<file path="src/isect_pkg.sv">
// Q16.16 types, pipeline latencies, register map and AXI response codes
`default_nettype none

package isect_pkg;

  // signed Q16.16
  typedef logic signed [31:0] fix_t;

  localparam int   FRAC_BITS = 16;
  localparam fix_t FIX_ONE   = 32'sh0001_0000;
  localparam fix_t FIX_MAX   = 32'sh7fff_ffff;
  localparam fix_t FIX_MIN   = 32'sh8000_0000;

  // one quotient bit per divider stage
  localparam int DIV_LAT = 32;
  // divider, then multiply, add and classify
  localparam int TUV_LAT = DIV_LAT + 3;

  localparam int ADDR_W = 8;
  // result count lives in STATUS[7:4]
  localparam int CNT_W  = 4;

  // ray fields that wait beside the divider
  typedef struct packed {
    fix_t ox;
    fix_t oy;
    fix_t dx;
    fix_t dy;
  } ray_xy_t;

  localparam logic [ADDR_W-1:0] REG_OX        = 8'h00;
  localparam logic [ADDR_W-1:0] REG_OY        = 8'h04;
  localparam logic [ADDR_W-1:0] REG_OZ        = 8'h08;
  localparam logic [ADDR_W-1:0] REG_DX        = 8'h0C;
  localparam logic [ADDR_W-1:0] REG_DY        = 8'h10;
  localparam logic [ADDR_W-1:0] REG_DZ        = 8'h14;
  localparam logic [ADDR_W-1:0] REG_CTRL      = 8'h18;
  localparam logic [ADDR_W-1:0] REG_STATUS    = 8'h1C;
  localparam logic [ADDR_W-1:0] REG_RES_T     = 8'h20;
  localparam logic [ADDR_W-1:0] REG_RES_U     = 8'h24;
  localparam logic [ADDR_W-1:0] REG_RES_V     = 8'h28;
  localparam logic [ADDR_W-1:0] REG_RES_FLAGS = 8'h2C;

  localparam logic [1:0] RESP_OKAY   = 2'b00;
  localparam logic [1:0] RESP_SLVERR = 2'b10;

endpackage

`default_nettype wire

</file>
<file path="src/axil_reg_decode.sv">
// axil_reg_decode: AXI4-Lite slave, ray registers, start issue and result read mux
`default_nettype none

module axil_reg_decode import isect_pkg::*; (
  input  wire              clk,
  input  wire              arst_n,
  input  wire [ADDR_W-1:0] s_axil_awaddr,
  input  wire              s_axil_awvalid,
  output logic             s_axil_awready,
  input  wire [31:0]       s_axil_wdata,
  input  wire [3:0]        s_axil_wstrb,
  input  wire              s_axil_wvalid,
  output logic             s_axil_wready,
  output logic [1:0]       s_axil_bresp,
  output logic             s_axil_bvalid,
  input  wire              s_axil_bready,
  input  wire [ADDR_W-1:0] s_axil_araddr,
  input  wire              s_axil_arvalid,
  output logic             s_axil_arready,
  output logic [31:0]      s_axil_rdata,
  output logic [1:0]       s_axil_rresp,
  output logic             s_axil_rvalid,
  input  wire              s_axil_rready,
  input  wire              issue_ok,
  input  wire              res_avail,
  input  wire [CNT_W-1:0]  res_count,
  input  wire fix_t        head_t,
  input  wire fix_t        head_u,
  input  wire fix_t        head_v,
  input  wire              head_hit,
  input  wire              head_div_zero,
  output logic             ray_valid,
  output fix_t             ray_ox,
  output fix_t             ray_oy,
  output fix_t             ray_oz,
  output fix_t             ray_dx,
  output fix_t             ray_dy,
  output fix_t             ray_dz,
  output logic             issue,
  output logic             pop
);

  logic        wr_hs;
  logic        rd_hs;
  logic        start_req;
  logic [1:0]  wr_resp;
  logic [31:0] rd_data;
  logic [1:0]  rd_resp;
  logic        res_sel;

  // s_axil_wstrb is not decoded, every register takes whole words
  assign wr_hs          = s_axil_awready && s_axil_awvalid && s_axil_wvalid;
  assign rd_hs          = s_axil_arready && s_axil_arvalid;
  assign s_axil_wready  = s_axil_awready;
  assign s_axil_arready = !s_axil_rvalid;
  // the accepted start feeds both the pipeline and the credit counter
  assign ray_valid      = issue;

  always_comb begin
    start_req = 1'b0;
    wr_resp   = RESP_OKAY;
    case (s_axil_awaddr)
      REG_OX, REG_OY, REG_OZ, REG_DX, REG_DY, REG_DZ: wr_resp = RESP_OKAY;
      REG_CTRL: begin
        start_req = s_axil_wdata[0] && issue_ok;
        // no free result slot
        if (s_axil_wdata[0] && !issue_ok) begin
          wr_resp = RESP_SLVERR;
        end
      end
      default: wr_resp = RESP_SLVERR;
    endcase
  end

  always_ff @(posedge clk or negedge arst_n) begin
    if (!arst_n) begin
      s_axil_awready <= 1'b0;
      s_axil_bvalid  <= 1'b0;
      issue          <= 1'b0;
    end else begin
      s_axil_awready <= s_axil_awvalid && s_axil_wvalid && !s_axil_bvalid && !s_axil_awready;
      issue          <= wr_hs && start_req;
      if (wr_hs) begin
        s_axil_bvalid <= 1'b1;
      end else if (s_axil_bready) begin
        s_axil_bvalid <= 1'b0;
      end
    end
  end

  always_ff @(posedge clk) begin
    if (wr_hs) begin
      s_axil_bresp <= wr_resp;
      case (s_axil_awaddr)
        REG_OX:  ray_ox <= s_axil_wdata;
        REG_OY:  ray_oy <= s_axil_wdata;
        REG_OZ:  ray_oz <= s_axil_wdata;
        REG_DX:  ray_dx <= s_axil_wdata;
        REG_DY:  ray_dy <= s_axil_wdata;
        REG_DZ:  ray_dz <= s_axil_wdata;
        default: ;
      endcase
    end
  end

  always_comb begin
    rd_data = '0;
    rd_resp = RESP_OKAY;
    res_sel = 1'b0;
    case (s_axil_araddr)
      REG_OX:        rd_data = ray_ox;
      REG_OY:        rd_data = ray_oy;
      REG_OZ:        rd_data = ray_oz;
      REG_DX:        rd_data = ray_dx;
      REG_DY:        rd_data = ray_dy;
      REG_DZ:        rd_data = ray_dz;
      REG_CTRL:      rd_data = '0;
      REG_STATUS:    rd_data = {24'b0, res_count, 3'b0, res_avail};
      REG_RES_T:     {res_sel, rd_data} = {1'b1, head_t};
      REG_RES_U:     {res_sel, rd_data} = {1'b1, head_u};
      REG_RES_V:     {res_sel, rd_data} = {1'b1, head_v};
      REG_RES_FLAGS: {res_sel, rd_data} = {1'b1, 30'b0, head_div_zero, head_hit};
      default:       rd_resp = RESP_SLVERR;
    endcase
    // result words need a queued entry
    if (res_sel && !res_avail) begin
      rd_data = '0;
      rd_resp = RESP_SLVERR;
    end
  end

  always_ff @(posedge clk or negedge arst_n) begin
    if (!arst_n) begin
      s_axil_rvalid <= 1'b0;
      pop           <= 1'b0;
    end else begin
      pop <= rd_hs && (s_axil_araddr == REG_RES_FLAGS) && res_avail;
      if (rd_hs) begin
        s_axil_rvalid <= 1'b1;
      end else if (s_axil_rready) begin
        s_axil_rvalid <= 1'b0;
      end
    end
  end

  always_ff @(posedge clk) begin
    if (rd_hs) begin
      s_axil_rdata <= rd_data;
      s_axil_rresp <= rd_resp;
    end
  end

  a_bvalid_hold: assert property (@(posedge clk) disable iff (!arst_n)
    s_axil_bvalid && !s_axil_bready |=> s_axil_bvalid && $stable(s_axil_bresp));

  a_rvalid_hold: assert property (@(posedge clk) disable iff (!arst_n)
    s_axil_rvalid && !s_axil_rready |=> s_axil_rvalid && $stable(s_axil_rdata));

endmodule

`default_nettype wire

</file>
<file path="config.mk">
export PLATFORM = sky130hd
export DESIGN_NAME = axil_reg_decode
export DESIGN_NICKNAME = d
export VERILOG_FILES = /design/src/isect_pkg.sv /design/src/axil_reg_decode.sv
export SDC_FILE = /design/constraint.sdc
export NUM_CORES = 1
export LEC_CHECK = 0
export BUFFER_PORTS_ARGS = -buffer_cell sky130_fd_sc_hd__clkbuf_2
export CAP_MARGIN = 20
export CORE_MARGIN = 10
export CORE_UTILIZATION = 49
export CTS_CLUSTER_DIAMETER = 120
export DETAILED_ROUTE_END_ITERATION = 6
export PLACE_DENSITY = 0.81
export SETUP_SLACK_MARGIN = 0.02
export SLEW_MARGIN = 30
export SYNTH_ARGS = -nofsm -noshare
export SYNTH_HDL_FRONTEND = slang
export SYNTH_SLANG_ARGS = --single-unit
</file>
<file path="constraint.sdc">
create_clock -name clk -period 4.93 [get_ports clk]
set_clock_uncertainty 0.05 [all_clocks]
set_input_delay 0.986 -clock clk [delete_from_list [all_inputs] [get_ports clk]]
set_output_delay 0.986 -clock clk [all_outputs]
set_load 0.005 [all_outputs]
</file>
## After elaboration in Yosys (flattened, before gate mapping)

Index checks and enable logic that the tools add are counted.
W data, S select, Z words.

| word-level totals | value |
|---|---|
| input bits | 163 |
| output and inout port bits | 236 |
| logic and storage cells | 71 |
| register bits after elaboration | 233 |

| cells by class | value |
|---|---|
| reductions and logical operators | 30 |
| mux-type cells | 10 |
| equality and inequality tests | 17 |

Operator list:

| kind | number |
|---|---|
| $pmux W32 S11 | 1 |
| $eq A8 B5 Y1 const B | 7 |
| $eq A8 B4 Y1 const B | 4 |
| $eq A8 B6 Y1 const B | 4 |
| $eq A8 B3 Y1 const B | 2 |
| $logic_not A8 Y1 | 2 |
| $logic_and A1 B1 Y1 | 12 |
| $reduce_and A2 Y1 | 6 |
| $reduce_or A12 Y1 | 1 |
| $mux W1 | 6 |
| $reduce_or A6 Y1 | 1 |
| $logic_not A1 Y1 | 5 |
| $mux W2 | 2 |
| $pmux W2 S2 | 1 |
| $reduce_bool A2 Y1 | 2 |
| $reduce_or A4 Y1 | 1 |

## Longest topological paths before layout

Gate-level depths: netlist of the first run.

| depth | value |
|---|---|
| depth after elaboration | 4 |
| depth in mapped cells | 7 |
| mapped depth without buffers | 4 |

## Least setup slack after synthesis of the first run

No wires, ideal clock.

| timing | value |
|---|---|
| path kind | input to register |
| start | input s_axil_awaddr[1] |
| end | register ray_ox[0], enable pin |
| arrival | 3.688 ns |
| stages on the path | 4 |
| setup slack | 0.730 ns |
| buffers on the path | 0 |
| data required time | 4.419 ns |
| setup time | 0.461 ns |
| path through | nor3_1 -> and3_1 -> nand2b_1 -> nor3_1 |

| between the ends | value |
|---|---|
| cells in the longest elaborated chain, start to end | 2 |

RTL lines:

| element | line | text |
|---|---|---|
| start: declaration | axil_reg_decode.sv:7 | `input wire [ADDR_W-1:0] s_axil_awaddr,` |
| $logic_not A8 Y1 | axil_reg_decode.sv:94 | `case (s_axil_awaddr)` |
| $reduce_and A2 Y1 (no source line) | n/a |  |
| end signal: assignment | axil_reg_decode.sv:95 | `REG_OX: ray_ox <= s_axil_wdata;` |
| end: declaration | axil_reg_decode.sv:33 | `output fix_t ray_ox,` |

No other way between the ends.
A chain may end at the register's enable or synchronous reset.

## Worst setup path in the final report of the first run

| timing | value |
|---|---|
| start | input s_axil_araddr[5] |
| end | register s_axil_rresp[1] (data pin) |

| between the ends | value |
|---|---|
| cells in the longest elaborated chain, start to end | 4 |
| elaborated cells on any way between the ends | 17 |
| classes of those cells | 11 x eq/ne; 2 x mux; 4 x reduce/logical |

RTL lines:

| element | line | text |
|---|---|---|
| start: declaration | axil_reg_decode.sv:17 | `input wire [ADDR_W-1:0] s_axil_araddr,` |
| $eq A8 B6 Y1 | axil_reg_decode.sv:110 | `case (s_axil_araddr)` |
| $reduce_or A4 Y1 (no source line) | n/a |  |
| $mux W1 | axil_reg_decode.sv:110 |  |
| $logic_and A1 B1 Y1 | axil_reg_decode.sv:126 | `if (res_sel && !res_avail) begin` |
| end signal: assignment | axil_reg_decode.sv:149 | `s_axil_rresp <= rd_resp;` |
| end: declaration | axil_reg_decode.sv:21 | `output logic [1:0] s_axil_rresp,` |

Parallel ways exist; a longest one is shown, timed or not.

==> results of run 1 <==
stage by stage:
stage	cells	utilization (%)	instance area, um^2
2_1_floorplan	636	-	9960
6_report	1314	64.7	13000
3_3_place_gp	1268	60.8	12200
5_1_grt	1314	64.7	13000
3_5_place_dp	1269	60.9	12200
4_1_cts	1314	64.7	13000
worst min-delay path by stage:
stage | startpoint | to | slack (ps) | cells after the start
after floorplan | s_axil_bvalid | s_axil_awready | 400 | 1
after global placement | s_axil_bvalid | s_axil_awready | 400 | 1
after detailed placement | s_axil_bvalid | s_axil_awready | 400 | 1
after CTS | arst_n | s_axil_awready | 220 | 1
after global routing | arst_n | s_axil_awready | 230 | 1
final | arst_n | s_axil_awready | 230 | 1
layer usage:
layer / wire, um / vias to the layer above / part of all wire (%) / track usage (%)
li1: - / 3350 / - / -
met1: 13400 / 3915 / 36 / 31.3
met2: 18700 / 509 / 50 / 45.7
met3: 3850 / 86 / 10 / 7.76
met4: 1040 / 0 / 2.8 / 8.20
met5: 0 / - / 0 / 0
Yosys cell counts (5+ instances only):
cell type  count
edfxtp_1     226
mux2_2         8
a22oi_1       36
buf_2         26
a31oi_1       20
o2bb2ai_1     26
nand3b_1       6
a21oi_1       15
o21ai_0       11
nor3_1        10
o22a_1         5
nor2_1        22
buf_4         11
a32oi_1        6
nand2_1       28
and2_1        15
a22o_1        25
dfrtp_1        5
mux4_2        10
nor2b_1        6
clkbuf_1       9
mux2i_1       52
cell families after synthesis:
group	synth area share, %
muxes	8.39
buffers and inverters	2.97
and+or+nand+nor	7.09
other	0.0377
DFF	69.4
AOI/OAI and AO/OA	12.1
power by group through the flow:
stage | clock network (mW) | logic [mW] | registers (mW)
2_1_floorplan | 0 | 0.128 | 2.23
3_3_place_gp | 0 | 0.278 | 2.22
3_5_place_dp | 0 | 0.287 | 2.22
4_1_cts | 1.77 | 0.288 | 2.18
5_1_grt | 1.84 | 0.310 | 2.18
6_report | 1.75 | 0.289 | 2.18
worst max-delay path: cells and delay by family:
kind            cells  cell delay, ps
simple gates        1             570
compound gates      3             850
buf+inv             2             880
layout make-up:
cell class	count	share of cell area, %
clock buffer	29	4.93
clock inverter	16	0.943
inverter	3	0.0866
multi-input combinational	352	21.9
sequential	231	53.2
tap	270	2.60
timing repair buffer	413	16.3
state kept, by name, summed over array words and instances, names as in the netlist:
name / count
ray_dx: 32
ray_dy: 32
ray_dz: 32
ray_ox: 32
ray_oy: 32
ray_oz: 32
s_axil_rdata: 32
issue: 1
pop: 1
s_axil_awready: 1
s_axil_bresp: 1
s_axil_bvalid: 1
s_axil_rresp: 1
s_axil_rvalid: 1
placed cells by master, fill, tap and decap left out, drive strengths merged, types with 5 or more instances in the layout:
cell / Yosys / final
edfxtp: 226 / 226
a22o: 25 / 25
o21ai: 15 / 15
mux2i: 52 / 52
clkbuf: 9 / 419
a31oi: 20 / 20
and2: 15 / 15
o22a: 5 / 5
clkinv: 0 / 12
mux2: 8 / 8
nor2b: 6 / 6
a22oi: 36 / 36
a32oi: 6 / 6
nor2: 24 / 24
nor3: 11 / 11
nand2: 28 / 28
dfrtp: 5 / 5
buf: 41 / 23
o2bb2ai: 26 / 26
inv: 3 / 5
mux4: 10 / 10
a21oi: 16 / 16
nand3b: 6 / 6
==> results.yml, run 1 <==
placement:
  pre_cts_ws_ps: 1420
  port_buffers: 392
  place_congestion: 0.876
  dp_hpwl_um: 26400
power:
  ir_drop_mv: 0.317
  power_frac_comb_pct: 6.8
  p_leak_nw: 5.10
  p_int_mw: 3.28
  p_seq_share_pct: 51.7
  switching_share_pct: 22.4
  power_mw: 4.23
  clockPowerShare_pct: 41.5
  p_sw_mw: 0.946
  powerDensity_nw_per_um2: 325
sta:
  fin_ws_ps: 1940
  worst_pin_slew_ps: 879
  setup_tns_ps: 0
  finalSetupViolations: 0
  timing.fmax_mhz: 334
  min_period_ps: 2990
  fin_crit_sh_pct: 60.7
  slew_violations: 0
  maxSlewHeadroom_pct: 41.3
  rsz0062_at_grt: "no"
  finalHoldViolCount: 0
  whs_ps: 231
job:
  drv_cap: 0
worst_setup_path:
  r2r-start: "s_axil_awready"
  arrival_ps: 3320
  reg2reg_to: "ray_oz[11]"
  regToRegSetupSlack_ps: 2360
  worstSetupStartpoint: "s_axil_araddr[5]"
  ff2ff_path_depth: 5
  worstSetupPathType: "in2reg"
  max_stage_delay_ps: 570
  crit_fanout: 22
  start_kind: "primary input"
  worstSetupEndpoint: "s_axil_rresp[1]"
  end_kind: "register"
  worstPathCellList: "clkbuf_2, or3_1, a21oi_2, o21ai_4, buf_4, a21boi_0"
  cp_slowest_cell: "or3_1"
  cp.required_ps: 5250
synth:
  synth.area.top_cells: "edfxtp_1 (68%), mux2i_1 (5.2%), a22oi_1 (2.7%)"
  synth_cells: 635
  yosysTopAreaCellShare_pct: 68.2
  ys_seq_area_share_pct: 69.4
  syn_area_um2: 9960
  yosys_most_used_dff: "edfxtp_1"
  synth-async-reset-ratio_pct: 2.16
  synth_seq_cells: 231
  synth_edf_count: 226
  synth_area_leader_cell: "edfxtp_1"
  ys.warnings.count: 0
  post_synth.cell_area_avg_um2: 15.7
  netlist-cell-type-count: 55
routing:
  routed_via_density: 5.98
  drtPass1Iterations: 5
  num_vias: 7860
  avgRoutedWirePerCell_um: 28.1
  drc: 0
  dr.first_iter.drc_count: 789
  ant_nets: 0
  routed_wl_um: 37000
floorplan:
  fp.coreArea_um2: 20100
  die-area_um2: 26400
  die_h_um: 163
  placementRows: 52
  die_x_um: 163
  initial_core_util_pct: 49.5
  io_pins: 399
clock_tree:
  holdBufCountCts: 0
  clk_latency_ps: 530
  post_cts_buffers: 0
  numClockSinks: 231
  root_buffer: "clkbuf_16"
  cts-resized-gates: 0
  clkTransAtPathRegs_ps: 60
  tritoncts: "yes"
  numCtsBuffers: 25
  cts_max_level: 1
  cts_max_path_buffers: 3
layout:
  syn2layout_area_growth_pct: 30.6
  seq_area_um2: 6910
  nets: 1189
  layout-drive-gt1-share_pct: 47.0
  multiInputGateArea_um2: 2850
  n_fill_cell: 1497
  n_antenna_cell: 0
status:
  status: "finished, final reports clean"
grt:
  grt_max_degree: 42
  grtUsageTotal_pct: 26.5
  grt-ovfl-total: 0
  antenna_found_initial: 0
  grt_pass1_vias: 8139
  grt_pass1_wl_um: 52600
hold_path:
  hp-class: "in2async"
(Power assumes the default switching activity.)
==> inputs of run 2 (changes only) <==
Clock period 4.93 ns to 2.8 ns, I/O delays scaled along.
==> run 2 against run 1 <==
Clock power rose by 89%. Via count is 1.1% higher. Register-to-register slack worse by 1500 ps. Flip-flop and latch count did not move. Combinational power grew 82%. Critical path depth down 1. Power up 81%. Die area is the same. Highest routed layer unchanged.
==> results.yml, run 2 (synthesis results as in run 1) <==
status:
  status: "finished, final reports clean"
placement:
  dp_hpwl_um: 27000
  place_congestion: 0.881
  dp_cells: 1284
  port_buffers: 392
  pre_cts_ws_ps: 366
layout:
  n_fill_cell: 1441
  fin_cells: 1331
  multiInputGateArea_um2: 2860
  mostFrequentLayoutCell: "clkbuf_2"
  mostFrequentLayoutCells: "clkbuf_2 (390), edfxtp_1 (226), mux2i_1 (52)"
  syn2layout_area_growth_pct: 32.7
  layout-drive-gt1-share_pct: 47.5
  seq_area_um2: 6910
  nets: 1205
floorplan:
  placementRows: 52
  io_pins: 399
  die_h_um: 163
  die-area_um2: 26400
  die_x_um: 163
  fp.coreArea_um2: 20100
  initial_core_util_pct: 49.5
worst_setup_path:
  path_buf_inv: 1
  arrival_ps: 2090
  start_kind: "register"
  crit_top_cell: "and3_1"
  crit_family: "simple AND/OR/NAND/NOR gates"
  worstSetupPathType: "reg2reg"
  crit_fanout: 16
  max_stage_delay_ps: 380
  cp.required_ps: 2930
  worstPathCellList: "and3_1, and3_1, nand2b_1, nor3_4, buf_4"
  cp_slowest_cell: "dfrtp_1"
  end_kind: "register"
grt:
  grt-ovfl-total: 0
  grtUsageTotal_pct: 26.3
  grt_pass1_vias: 8299
  grt_max_degree: 36
  grt_pass1_wl_um: 52800
  antenna_found_initial: 0
clock_tree:
  cts-resized-gates: 0
  clk_latency_ps: 520
  cts_max_level: 1
  clkTransAtPathRegs_ps: 60
  holdBufCountCts: 1
  root_buffer: "clkbuf_16"
  numCtsBuffers: 25
  cts_max_path_buffers: 3
  numClockSinks: 231
  tritoncts: "yes"
  post_cts_buffers: 0
power:
  power_mw: 7.67
  powerDensity_nw_per_um2: 581
  ir_drop_mv: 0.553
  p_leak_nw: 5.22
routing:
  dr.first_iter.drc_count: 631
  routed_via_density: 5.97
  num_vias: 7946
  ant_nets: 0
  avgRoutedWirePerCell_um: 27.7
  routed_wl_um: 36900
  drtPass1Iterations: 5
  drc: 0
sta:
  worst_pin_slew_ps: 717
  min_period_ps: 1960
  finalHoldViolCount: 0
  fin_ws_ps: 840
  rsz0062_at_grt: "no"
  finalSetupViolations: 0
  maxSlewHeadroom_pct: 52.1
  timing.fmax_mhz: 510
  slew_violations: 0
  fin_crit_sh_pct: 70.0
job:
  drv_cap: 0
hold_path:
  hp-class: "in2reg"
## run 2: cell count changes in the layout (fill, tap and decap cells not counted), sizes merged
cell,previous run,this run
bufinv,1,4
buf,23,38
diode,0,1
clkbuf,419,422
inv,5,4
clkinv,12,8
clkinvlp,1,0
dlygate4sd3,0,1
## run 2: path summary, 6_finish.rpt
kind                                start              to  slack, ps  cells after the start
max in group asynchronous          arst_n             pop       2220                      2
max                        s_axil_awready       ray_ox[7]        840                      5
min in group asynchronous          arst_n           issue        350                      2
min                         s_axil_rready   s_axil_rvalid        180                      2
min reg2reg                 s_axil_bvalid  s_axil_awready        410                      1
max reg2reg                s_axil_awready       ray_ox[7]        840                      5
## run 2: power breakdown
group          internal [mW]  total, mW  switching (mW)
Sequential              3.83       3.84          0.0134
Clock                   2.01       3.30            1.29
Combinational          0.218      0.525           0.308
## run 2: area by class of cell
type / instances / area share [%]
inverter: 3 / 0.0853
clock buffer: 32 / 4.94
multi-input combinational: 352 / 21.7
timing repair buffer: 429 / 17.2
clock inverter: 13 / 1.24
tap: 270 / 2.56
antenna: 1 / 0.0189
sequential: 231 / 52.3
## run 2: stage by stage
stage	util (%)	setup TNS (ps)	cell area, um^2	hold slack, ps
4_1_cts	65.7	0	13200	165
6_report	65.7	0	13200	184
5_1_grt	65.7	0	13200	175
3_5_place_dp	61.6	0	12400	335
2_1_floorplan	-	-13340	9970	214
3_3_place_gp	61.6	0	12400	338
## run 2: layer usage
layer,GRT usage (%),part of all wire [%],wire length (um),up-vias
met1,30.7,35,13000,3940
met4,8.61,3.2,1160,0
met2,46.0,51,18700,541
li1,-,-,-,3387
met5,0,0,0,-
met3,7.05,11,4000,78
