[config.mk]
export PLATFORM = sky130hd
export DESIGN_NAME = result_store
export DESIGN_NICKNAME = d
export VERILOG_FILES = /design/src/isect_pkg.sv /design/src/result_store.sv
export SDC_FILE = /design/constraint.sdc
export NUM_CORES = 1
export LEC_CHECK = 0
export ABC_AREA = 0
export BUFFER_PORTS_ARGS = -buffer_cell sky130_fd_sc_hd__buf_4
export CORE_MARGIN = 1
export CORE_UTILIZATION = 55
export DETAILED_ROUTE_END_ITERATION = 6
export PLACE_DENSITY = 0.78
export SYNTH_ARGS = -nofsm -noshare
export SYNTH_HDL_FRONTEND = slang
export SYNTH_SLANG_ARGS = --single-unit
[constraint.sdc]
create_clock -name clk -period 6.23 [get_ports clk]
set_input_delay 1.246 -clock clk [delete_from_list [all_inputs] [get_ports clk]]
set_output_delay 1.246 -clock clk [all_outputs]
set_load 0.02 [all_outputs]
[src/isect_pkg.sv]
// Q16.16 types, pipeline latencies, register map and AXI response codes
`default_nettype none

package isect_pkg;

  // signed Q16.16
  typedef logic signed [31:0] fix_t;

  localparam int   FRAC_BITS = 16;
  localparam fix_t FIX_ONE   = 32'sh0001_0000;
  localparam fix_t FIX_MAX   = 32'sh7fff_ffff;
  localparam fix_t FIX_MIN   = 32'sh8000_0000;

  // one quotient bit per divider stage
  localparam int DIV_LAT = 32;
  // divider, then multiply, add and classify
  localparam int TUV_LAT = DIV_LAT + 3;

  localparam int ADDR_W = 8;
  // result count lives in STATUS[7:4]
  localparam int CNT_W  = 4;

  // ray fields that wait beside the divider
  typedef struct packed {
    fix_t ox;
    fix_t oy;
    fix_t dx;
    fix_t dy;
  } ray_xy_t;

  localparam logic [ADDR_W-1:0] REG_OX        = 8'h00;
  localparam logic [ADDR_W-1:0] REG_OY        = 8'h04;
  localparam logic [ADDR_W-1:0] REG_OZ        = 8'h08;
  localparam logic [ADDR_W-1:0] REG_DX        = 8'h0C;
  localparam logic [ADDR_W-1:0] REG_DY        = 8'h10;
  localparam logic [ADDR_W-1:0] REG_DZ        = 8'h14;
  localparam logic [ADDR_W-1:0] REG_CTRL      = 8'h18;
  localparam logic [ADDR_W-1:0] REG_STATUS    = 8'h1C;
  localparam logic [ADDR_W-1:0] REG_RES_T     = 8'h20;
  localparam logic [ADDR_W-1:0] REG_RES_U     = 8'h24;
  localparam logic [ADDR_W-1:0] REG_RES_V     = 8'h28;
  localparam logic [ADDR_W-1:0] REG_RES_FLAGS = 8'h2C;

  localparam logic [1:0] RESP_OKAY   = 2'b00;
  localparam logic [1:0] RESP_SLVERR = 2'b10;

endpackage

`default_nettype wire

[src/result_store.sv]
// result_store: in-order result queue, issue credit counter and status outputs
`default_nettype none

module result_store import isect_pkg::*; #(
  // must stay below 2**CNT_W
  parameter int RES_DEPTH = 4
) (
  input  wire             clk,
  input  wire             arst_n,
  input  wire             res_valid,
  input  wire fix_t       res_t,
  input  wire fix_t       res_u,
  input  wire fix_t       res_v,
  input  wire             res_hit,
  input  wire             res_div_zero,
  input  wire             issue,
  input  wire             pop,
  output logic            issue_ok,
  output logic            res_avail,
  output logic [CNT_W-1:0] res_count,
  output fix_t            head_t,
  output fix_t            head_u,
  output fix_t            head_v,
  output logic            head_hit,
  output logic            head_div_zero
);

  localparam int PTR_W = (RES_DEPTH > 1) ? $clog2(RES_DEPTH) : 1;

  typedef struct packed {
    fix_t t;
    fix_t u;
    fix_t v;
    logic hit;
    logic div_zero;
  } entry_t;

  entry_t           mem [RES_DEPTH];
  logic [PTR_W-1:0] wr_ptr;
  logic [PTR_W-1:0] rd_ptr;
  logic [CNT_W-1:0] count;
  // slots reserved by rays in flight plus slots occupied
  logic [CNT_W-1:0] credits;

  function automatic logic [PTR_W-1:0] ptr_inc(logic [PTR_W-1:0] p);
    ptr_inc = (p == PTR_W'(RES_DEPTH - 1)) ? '0 : p + 1'b1;
  endfunction

  always_ff @(posedge clk) begin
    if (res_valid) begin
      mem[wr_ptr] <= '{t: res_t, u: res_u, v: res_v, hit: res_hit, div_zero: res_div_zero};
    end
  end

  always_ff @(posedge clk or negedge arst_n) begin
    if (!arst_n) begin
      wr_ptr  <= '0;
      rd_ptr  <= '0;
      count   <= '0;
      credits <= '0;
    end else begin
      if (res_valid) begin
        wr_ptr <= ptr_inc(wr_ptr);
      end
      if (pop) begin
        rd_ptr <= ptr_inc(rd_ptr);
      end
      count   <= count + CNT_W'(res_valid) - CNT_W'(pop);
      credits <= credits + CNT_W'(issue) - CNT_W'(pop);
    end
  end

  assign issue_ok      = credits < CNT_W'(RES_DEPTH);
  assign res_avail     = count != '0;
  assign res_count     = count;
  assign head_t        = mem[rd_ptr].t;
  assign head_u        = mem[rd_ptr].u;
  assign head_v        = mem[rd_ptr].v;
  assign head_hit      = mem[rd_ptr].hit;
  assign head_div_zero = mem[rd_ptr].div_zero;

  // credits taken at issue guarantee a slot when the pipeline delivers
  a_no_push_full: assert property (@(posedge clk) disable iff (!arst_n)
    res_valid |-> count < CNT_W'(RES_DEPTH));

  a_no_pop_empty: assert property (@(posedge clk) disable iff (!arst_n)
    pop |-> count != '0);

endmodule

`default_nettype wire

Word level (Yosys, flattened, before mapping)
Memories as Yosys holds them, arrays and structs flattened.
Cells that the tools add are included.

cells by class
  add/subtract/negate cells = 6
  $mul = 0
  divide/modulo/power cells = 0
  $lt $le $gt $ge = 1
  equal/unequal tests = 2
  shift-type cells = 0
  muxes and demuxes = 4
  bitwise logic cells = 0
  reductions and logical operators = 1

operator list
  cell                                                 number
  adder 4 x 1 -> 4 bit                                 2
  subtractor 4 x 1 -> 4 bit                            2
  adder 2 x 1 -> 2 bit (second input constant)         2
  == test 2 bit (second input constant)                2
  < comparator 4 x 3 -> 1 bit (second input constant)  1
  2-to-1 mux 2 bit                                     2
  nonzero test 4 bit                                   1
  2-to-1 mux 1 bit                                     2

storage, ports and cells
  register bits after elaboration = 12
  bits in latches = 0
  RAM bits = 392
  ROM bits = 0
  output and inout bits = 104
  word-level logic and storage cells = 19
  memories kept = 1

memory list
  name  words  width  read ports  clocked after memory_dff  wr ports  RTL line            text
  mem   4      98     1           0                         1         result_store.sv:38  entry_t mem [RES_DEPTH];

Depth between registers and ports, before layout
Gate-level depths: netlist of run 1.

  depth in word-level cells = 2
  gate-level depth with buffers = 7

Worst setup path after synthesis of run 1
Ideal clock, no wire load.

  path type = input-to-reg
  start point = input port res_valid
  end point = memory mem[0][0] in the netlist's numbering (enable)
  arrival = 3.510 ns
  required time = 5.762 ns
  setup slack = 2.252 ns
  stages = 1
  path buffers = 0
  path through = and2_1

on the way
  longest elaborated chain between the ends = 2

RTL lines
  element                                 RTL line            text
  start, declared                         result_store.sv:10  input wire res_valid,
  2-to-1 mux 1 bit                        result_store.sv:50  if (res_valid) begin
  2-to-1 mux 1 bit (implied by the code)  result_store.sv:51  mem[wr_ptr] <= '{t: res_t, u: res_u, v: res_v, hit: res_hit, div_zero: res_div_zero};
  end, declared                           result_store.sv:38

Every way passes these cells.

Worst setup path in the final report of run 1
  start point = register rd_ptr[0]
  end point = output port head_t[7]

on the way
  longest elaborated chain between the ends = 1

RTL lines
  element                 RTL line            text
  start, declared         result_store.sv:40  logic [PTR_W-1:0] rd_ptr;
  start signal, assigned  result_store.sv:66  rd_ptr <= ptr_inc(rd_ptr);
  memory (4 x 98 bit)     n/a
  end, declared           result_store.sv:21  output fix_t head_t,

Every way passes these cells.

==> flow_summary.yaml, run 1 <==
setup_path:
  critical_path.n_buffers_inverters: 2
  crit_path_start_kind: "register"
  crit_path_cell_trace: "buf_12 -> mux4_2 -> buf_4"
  cp_slowest_cell: "dfrtp_4"
  max_stage_delay_ns: 1.04
  reg2reg_setup_slack_ns: 3.74
  r2r_start: "wr_ptr[0]"
  worstSetupPathType: "reg2out"
  crit_path_end_kind: "output pin"
  critical_path.top_delay_family: "flip-flops"
  worst-r2r-cell-count: 4
  worst_ep_arrival_time_ns: 2.91
  cp.required_ns: 4.98
  crit-reg2reg-capture: "mem[2][75]"
  largest_fanout_of_any_net_on_the_critical_path: 54
synthesis:
  synth.largest_area_cell: "edfxtp_1"
  yosys_register_bits: 404
  synth_compound_gate_area_share_pct: 0.234
  synth.distinct_cells: 21
  mappedNetlistArea_um2: 15000
  post_synth_main_area_contributors: "edfxtp_1 79%, mux4_2 15%, dfrtp_1 2.0%, ha_1 1.3%, buf_12 1.2%"
  mapped_avg_cell_area_um2: 25.8
  post_synth_fa_ha_maj_area_fraction_pct: 1.52
  synth_mux_area_share_pct: 14.9
  synth_largest_type_area_fraction_pct: 78.6
  synth-warning-count: 0
  syn-num-nets: 700
  register_area_share_after_synthesis_pct: 80.6
  synth_xor_xnor_area_share_pct: 0.234
  dominant_combinational_cell_family_by_area_after_synthesis: "multiplexers"
  syn_inst: 580
  synth-simple-area-share_pct: 0.301
power:
  max-vdd-ir-drop_mv: 0.389
  power-per-cell-area_nw_per_um2: 491
  p_leak_uw: 0.00627
finish:
  antenna-diode-count: 0
  utilization_pct: 67.2
  drive_above_1_share_pct: 44.0
  finish.net_count: 931
  fillers: 1664
  area_delta_synth_final_pct: 20.3
  design_area_um2: 18000
outcome:
  status: "completed"
die:
  io_pins: 207
  core_um2: 26800
  die-width_um: 167
  initial_util_pct: 55.9
  fp.dieArea_um2: 27900
  die-height_um: 167
  placement_rows: 60
routing:
  maxUsedRoutingLayer: "met4"
  detail_route_antenna_nets: 0
  detail_route.wirelength.met1_mm: 11.0
  routed_wire_length_per_instance_um: 23.1
  wl_met2_mm: 13.7
  detailroute.via_count: 6728
  drc_errors: 0
  post_drt_via_cell_ratio: 5.71
  wirelength_mm: 27.2
  drt-pass1-iter-count: 5
  met3_wirelength_mm: 1.94
  detailedRoute.firstIterationViolations: 573
clocking:
  post_cts_buffers: 0
  cts_sinks: 404
  cts_htree_levels: 2
  clock_insertion_delay_at_the_later_pin_of_the_skew_report_ns: 0.51
  cts.clk_slew.worst_paths_ns: 0.06
  tritoncts: "done"
  cts_max_path_buffers: 3
  cts_made_buffers: 39
  cts-resized-gates: 0
  clk_root_buffer_cell: "clkbuf_16"
  hold_buf_count_cts: 0
global_route:
  grt_start_max_net_pins: 69
  grt_pass1_wl_mm: 41.7
  grt_overflow: 0
  global_route.usage.total_pct: 20.0
  number_of_global_route_vias_before_repair: 7307
  initial_antenna_violation_count: 0
placement:
  numPortBuffers: 206
  dp_hpwl_mm: 16.0
  detailedPlace.worstSlack_ns: 2.56
  finalWeightedCongestion: 0.731
  postPlaceCellArea_um2: 16800
timing:
  report.final.slew_viol_count: 0
  finalHoldViolations: 0
  fin_ws_ns: 2.07
  min_period_over_period_pct: 66.7
  timing.final.setup_violations: 0
  timing.final.crit_period_ns: 4.16
  worst_pin_slew_ns: 1.03
  timing.clock.skew_ns: 0.0109
  sum_of_negative_setup_slack_ns: 0
  achievable-frequency_ghz: 0.241
  grt_setup_unrepaired: "false"
  relSlewSlack_pct: 31.4
hold_path:
  worstHoldPathType: "in2async"
run:
  timing.max_cap.violations: 0
kinds of logic after synthesis:
group | count (synthesis)
muxes | 100
and+or+nand+nor | 9
DFF | 404
AOI/OAI and AO/OA | 6
adders and majority gates | 17
buffers and inverters | 40
xor gates and xnor gates | 4
cells in the final DEF (no fill, tap or decap):
cell type	Yosys	final
mux2_2	2	2
clkinv_1	0	9
nand3_1	1	1
and2_4	0	4
edfxtp_1	392	392
clkbuf_16	0	39
o21ai_0	2	2
bufinv_16	0	5
buf_12	9	1
clkinv_2	0	3
ha_1	15	15
xnor2_1	2	2
nand2_1	2	2
clkbuf_1	0	8
clkbuf_8	0	2
dfrtp_1	12	10
mux4_2	98	98
clkinvlp_4	0	1
dfrtp_4	0	2
buf_4	1	211
inv_1	18	18
nor2_1	2	2
xor2_1	2	2
a21o_1	2	2
inv_6	0	1
fa_1	2	2
a21oi_1	2	2
report_power, final:
part / switching (µW) / internal [µW]
clock: 926 / 1380
combinational: 1440 / 1310
sequential: 292 / 3500
total: 2660 / 6190
layout make-up:
cell class	count	area [µm²]	area share [%]
inverters	18	67.6	0.375
well taps	341	427	2.37
repair buffers	212	1600	8.91
clock buffers	49	1030	5.74
flip-flops and latches	404	12100	67.1
clock inverters	19	215	1.20
multi-input cells	136	2580	14.3
layer usage:
| metal | vias up | track usage [%] |
|---|---|---|
| met4 | 0 | 5.23 |
| met5 | - | 0 |
| met3 | 40 | 4.56 |
| li1 | 2915 | - |
| met1 | 3512 | 27.0 |
| met2 | 261 | 33.3 |
worst max-delay path by stage:
stage          startpoint         to  slack, ns  depth (start not counted)
4_1_cts         rd_ptr[0]  head_t[7]       1.99                          3
5_1_grt         rd_ptr[0]  head_t[7]       1.87                          3
3_5_place_dp    rd_ptr[0]  head_t[7]       2.56                          3
3_3_place_gp    rd_ptr[0]  head_t[7]       2.58                          3
2_1_floorplan   res_valid  mem[0][0]       2.25                          1
6_report        rd_ptr[0]  head_t[7]       2.07                          3
synthesized netlist by cell type, drive strengths merged:
cell type	n
nor2	2
nand3	1
a21o	2
inv	18
dfrtp	12
buf	22
xor2	2
ha	15
edfxtp	392
a21oi	2
o21ai	2
mux2	2
mux4	98
xnor2	2
fa	2
nand2	2
and2	4
stage by stage:
stage	total power, µW	hold slack (ns)	instances
floorplan	5700	0.557	580
global placement	6550	0.576	1111
detailed placement	6650	0.612	1111
CTS	8970	0.554	1179
global route	9220	0.565	1179
finish	8850	0.574	1179
sequential cells by signal, indices dropped and copies added (netlist names):
register	flops
rd_ptr	2
credits	4
wr_ptr	2
mem	392
res_count	4
Power figures use the tool's default switching activity.
==> run 2: changes to the inputs <==
==> constraint.sdc (replaced) <==
create_clock -name clk -period 4.3 [get_ports clk]
set_input_delay 0.86 -clock clk [delete_from_list [all_inputs] [get_ports clk]]
set_output_delay 0.86 -clock clk [all_outputs]
set_load 0.02 [all_outputs]
==> run 2 against run 1 <==
  * Routed wire length is 0.27% lower
  * Cell count is 0.51% higher
  * Clock power is 46% higher
  * Register-to-register slack worse by 1.6 ns
  * Non-clock buffer count is 3 higher
  * Sequential share of layout area is 0.43 points lower
  * Utilization is 0.43 points higher
  * Sequential power is 43% higher
  * Die area stayed put
  * Total power is 46% higher
  * Sequential cell count stayed put
  * Critical path depth stayed put
  * Critical path type unchanged
==> flow_summary.yaml, run 2 (synthesis results as in run 1) <==
finish:
  layout.area.seq_um2: 12100
  multiInputGateArea_um2: 2580
  drive_above_1_share_pct: 44.3
  max_reg_flops: 392
  finish.net_count: 935
  top_register: "mem"
  area_delta_synth_final_pct: 21.0
  antenna-diode-count: 0
  layout_common_cells: "392 x edfxtp_1, 208 x buf_4, 98 x mux4_2"
  mostFrequentLayoutCell: "edfxtp_1"
  design_area_um2: 18100
  fillers: 1638
clocking:
  tritoncts: "done"
  cts_htree_levels: 2
  cts_sinks: 404
  clock_insertion_delay_at_the_later_pin_of_the_skew_report_ns: 0.52
  cts_max_path_buffers: 3
  hold_buf_count_cts: 0
  cts_made_buffers: 40
  cts-resized-gates: 0
  clk_root_buffer_cell: "clkbuf_16"
  cts.clk_slew.worst_paths_ns: 0.06
  post_cts_buffers: 0
timing:
  relSlewSlack_pct: 37.4
  finalHoldViolations: 0
  min_period_over_period_pct: 80.8
  report.final.slew_viol_count: 0
  achievable-frequency_ghz: 0.288
  fin_ws_ns: 0.824
  timing.final.crit_period_ns: 3.48
  timing.final.setup_violations: 0
  worst_pin_slew_ns: 0.940
  timing.clock.skew_ns: 0.0133
  sum_of_negative_setup_slack_ns: 0
  grt_setup_unrepaired: "false"
die:
  die-width_um: 167
  core_um2: 26800
  placement_rows: 60
  fp.dieArea_um2: 27900
  die-height_um: 167
  initial_util_pct: 55.9
  io_pins: 207
global_route:
  initial_antenna_violation_count: 1
  grt_start_max_net_pins: 62
  grt_pass1_wl_mm: 41.7
  global_route.usage.total_pct: 19.9
  grt_overflow: 0
  number_of_global_route_vias_before_repair: 7244
setup_path:
  worst_ep_arrival_time_ns: 2.62
  cp_slowest_cell: "dfrtp_4"
  crit_path_end_kind: "output pin"
  largest_fanout_of_any_net_on_the_critical_path: 40
  crit_path_start_kind: "register"
  max_stage_delay_ns: 0.95
  worstSetupPathType: "reg2out"
  reg2reg_setup_slack_ns: 2.16
  path_common_cell: "buf_4"
  cp.required_ns: 3.44
  crit_path_cell_trace: "buf_4 -> mux4_2 -> buf_4"
power:
  p_leak_uw: 0.00631
  max-vdd-ir-drop_mv: 0.532
  power-per-cell-area_nw_per_um2: 713
  report.power.total_uw: 12900
routing:
  drt-pass1-iter-count: 4
  wirelength_mm: 27.1
  detailroute.via_count: 6696
  detail_route_antenna_nets: 0
  drc_errors: 0
  routed_wire_length_per_instance_um: 22.9
  detailedRoute.firstIterationViolations: 458
  post_drt_via_cell_ratio: 5.65
outcome:
  status: "completed"
hold_path:
  worstHoldPathType: "in2async"
placement:
  numPortBuffers: 206
  detailedPlace.worstSlack_ns: 1.30
  dp_hpwl_mm: 16.4
  postPlaceCellArea_um2: 16900
  finalWeightedCongestion: 0.758
run:
  timing.max_cap.violations: 0
[run 2: changes by cell type in the layout (fill, tap and decap cells not counted)]
cell and delta:
buf_4 -3, clkinvlp_4 +1, bufinv_16 -1, clkbuf_1 +1, clkinv_2 +2, clkbuf_16 +2, inv_6 -1, clkbuf_8 -1
buf_12 +6
[run 2: area by class of cell]
type | count | area share [%]
Sequential cell | 404 | 66.6
Inverter | 18 | 0.373
Timing Repair Buffer | 215 | 9.39
Multi-Input combinational cell | 136 | 14.2
Tap cell | 341 | 2.35
Clock inverter | 20 | 1.07
Clock buffer | 51 | 5.92
[run 2: worst paths after layout]
| path | startpoint | to | depth (start not counted) |
|---|---|---|---|
| worst min-delay path | arst_n | credits[0] | 1 |
| worst max register to register | wr_ptr[0] | mem[0][85] | 4 |
| min in group clk | res_t[13] | mem[3][79] | 1 |
| max in group asynchronous | arst_n | rd_ptr[1] | 1 |
| worst max-delay path | rd_ptr[0] | head_u[30] | 3 |
| worst min register to register | wr_ptr[1] | wr_ptr[1] | 2 |
[run 2: stage by stage]
stage	cells	util, %	hold slack, ns
after floorplan	580	-	0.557
after global placement	1114	62.9	0.577
after detailed placement	1114	62.9	0.615
after CTS	1185	67.6	0.174
after global routing	1185	67.6	0.185
final	1185	67.6	0.188
[run 2: where the power goes]
group          total (µW)  switching (µW)  leakage [µW]  internal (µW)
sequential           5410             345       0.00374           5070
clock                3350            1350      0.000614           2000
combinational        4160            2190       0.00196           1960
[run 2: per-layer routing]
metal  vias up  part of all wire, %  wire length (µm)  GRT usage, %
met5         -                0.048                13             0
met4         2                  1.3               357          4.67
met3        35                  7.8              2110          5.56
met2       228                   50             13600          33.2
met1      3507                   41             11100          26.3
li1       2924                    -                 -             -
[run 2: critical path: cells and delay by family, from the launching register on]
family / cells / cell delay [ns]
buffers and inverters: 2 / 0.56
DFF: 1 / 0.95
muxes: 1 / 0.55
==> run 3: changes to the inputs <==
--- a/config.mk
+++ b/config.mk
@@ -8,9 +8,9 @@
 export ABC_AREA = 0
 export BUFFER_PORTS_ARGS = -buffer_cell sky130_fd_sc_hd__buf_4
 export CORE_MARGIN = 1
-export CORE_UTILIZATION = 55
+export CORE_UTILIZATION = 51
 export DETAILED_ROUTE_END_ITERATION = 6
-export PLACE_DENSITY = 0.78
+export PLACE_DENSITY = 0.76
 export SYNTH_ARGS = -nofsm -noshare
 export SYNTH_HDL_FRONTEND = slang
 export SYNTH_SLANG_ARGS = --single-unit
==> constraint.sdc (replaced) <==
create_clock -name clk -period 2.8 [get_ports clk]
set_input_delay 0.56 -clock clk [delete_from_list [all_inputs] [get_ports clk]]
set_output_delay 0.56 -clock clk [all_outputs]
set_load 0.02 [all_outputs]
==> run 3 against run 2 <==
  * Routed wire length up 4.7%
  * Cell count is 5.6% higher
  * Sequential cell count did not move
  * Clock skew decreased by 0.0039 ns
  * Utilization decreased by 3.5 points
  * Count of clock-buffer cells in the layout shrank 2
  * Clock power increased by 54%
  * Worst hold slack improved by 0.045 ns
  * First-iteration DRC count is 17% higher
  * Critical path depth increased by 1
  * Critical path type unchanged
  * Critical endpoint is now head_v[15]
==> flow_summary.yaml, run 3 (synthesis results as in run 1) <==
routing:
  detail_route.wirelength.met1_mm: 11.4
  met3_wirelength_mm: 2.16
  wl_met2_mm: 14.4
  drc_errors: 0
  maxUsedRoutingLayer: "met5"
  drt-pass1-iter-count: 4
  detail_route_antenna_nets: 0
  post_drt_via_cell_ratio: 5.42
  routed_wire_length_per_instance_um: 22.7
  detailroute.via_count: 6782
  wirelength_mm: 28.4
  detailedRoute.firstIterationViolations: 535
finish:
  area_delta_synth_final_pct: 23.3
  layout_common_cells: "392 x edfxtp_1, 217 x buf_4, 98 x mux4_2"
  top_register: "mem"
  drive_above_1_share_pct: 46.1
  antenna-diode-count: 0
  fillers: 1907
  finalNonFillerCells: 1251
  mostFrequentLayoutCell: "edfxtp_1"
  finish.net_count: 956
  max_reg_flops: 392
setup_path:
  path_common_cell: "buf_12"
  crit_path_cell_trace: "buf_12 -> buf_12 -> mux4_2 -> buf_4"
  largest_fanout_of_any_net_on_the_critical_path: 20
  worst-r2r-cell-count: 4
  crit_path_start_kind: "register"
  crit_path_end_kind: "output pin"
  max_stage_delay_ns: 0.55
  worst_ep_arrival_time_ns: 2.11
  worstSetupPathType: "reg2out"
  cp.required_ns: 2.24
  cp_slowest_cell: "mux4_2"
global_route:
  global_route.usage.total_pct: 19.4
  grt_overflow: 0
  grt_pass1_wl_mm: 43.6
  number_of_global_route_vias_before_repair: 7399
  initial_antenna_violation_count: 1
  grt_start_max_net_pins: 35
timing:
  worst_pin_slew_ns: 0.600
  report.final.slew_viol_count: 0
  timing.clock.skew_ns: 0.00939
  fin_ws_ns: 0.135
  timing.final.setup_violations: 0
  relSlewSlack_pct: 60.0
  finalHoldViolations: 0
  achievable-frequency_ghz: 0.375
  sum_of_negative_setup_slack_ns: 0
  grt_setup_unrepaired: "false"
  min_period_over_period_pct: 95.2
  timing.final.crit_period_ns: 2.67
placement:
  dp_hpwl_mm: 17.4
  detailedPlace.worstSlack_ns: 0.485
  numPortBuffers: 206
  finalWeightedCongestion: 0.722
  dpl.cell_count: 1172
die:
  initial_util_pct: 52.0
  io_pins: 207
  die-height_um: 173
  die-width_um: 173
  fp.dieArea_um2: 30100
  placement_rows: 62
  core_um2: 28800
clocking:
  cts.clk_slew.worst_paths_ns: 0.06
  cts_htree_levels: 2
  clk_root_buffer_cell: "clkbuf_16"
  cts_made_buffers: 42
  cts_max_path_buffers: 3
  cts_sinks: 404
  clock_insertion_delay_at_the_later_pin_of_the_skew_report_ns: 0.52
  tritoncts: "done"
run:
  timing.max_cap.violations: 0
power:
  max-vdd-ir-drop_mv: 0.699
  p_leak_uw: 0.00647
  power-per-cell-area_nw_per_um2: 1090
hold_path:
  worstHoldPathType: "in2reg"
  hold-path-cell-count: 1
outcome:
  status: "completed"
==> run 3: changes by cell type in the layout (fill, tap and decap cells not counted) <==
cell and delta:
buf_4 +9, buf_12 +8, clkinv_2 +7, clkbuf_1 -3, inv_6 +3, bufinv_16 -2, clkbuf_16 +2, buf_16 +1
clkbuf_8 -1, clkinv_1 -1, clkinvlp_4 -1, dlygate4sd3_1 +1
==> run 3: critical path: cells and delay by family (launching register included) <==
| family | cells | cell delay [ns] |
|---|---|---|
| buffers and inverters | 3 | 0.52 |
| muxes | 1 | 0.55 |
| DFF | 1 | 0.50 |
==> run 3: where the power goes <==
group / internal (µW) / switching, µW
logic: 3240 / 3640
registers: 7770 / 344
clock network: 2990 / 2160
total: 14000 / 6150
==> run 3: repair_timing <==
| item | in CTS | in global routing |
|---|---|---|
| hold buffers | 1 | 0 |
| hold endpoints to repair | 12 | 0 |
| setup endpoints to repair | 43 | 0 |
| buffers inserted | 3 | 0 |
| gates resized for setup | 0 | 0 |
==> run 3: final cells by class <==
cell class	instances	area [µm²]	share of cell area, %
Clock buffer	49	1100	5.95
Tap cell	384	480	2.60
Timing Repair Buffer	234	1970	10.7
Multi-Input combinational cell	136	2580	14.0
Clock inverter	26	184	0.996
Sequential cell	404	12100	65.4
Inverter	18	67.6	0.366
==> run 3: path summary, 6_finish.rpt <==
kind / startpoint / to / slack [ns]
setup / recovery: rd_ptr[0] / head_v[15] / 0.13
hold / removal: res_t[10] / mem[2][76] / 0.23
setup reg to reg: wr_ptr[1] / mem[1][57] / 0.97
hold reg to reg: wr_ptr[0] / wr_ptr[0] / 0.61
max in group asynchronous: arst_n / rd_ptr[0] / 2.20
min in group asynchronous: arst_n / res_count[3] / 0.42
==> run 3: metrics by stage <==
stage                     power (µW)  hold WS [ns]  instance area (µm²)  utilization [%]
after floorplan                12600         0.264                15000                -
after global placement         15000         0.419                17100             59.5
after detailed placement       15100         0.416                17100             59.5
after CTS                      20500         0.208                18500             64.1
after global routing           21000         0.213                18500             64.1
final                          20200         0.233                18500             64.1
==> run 3: metal layers <==
layer,global-route usage [%],vias up
met4,4.90,2
li1,-,2973
met1,25.8,3533
met3,4.93,42
met2,32.5,232
met5,0,-
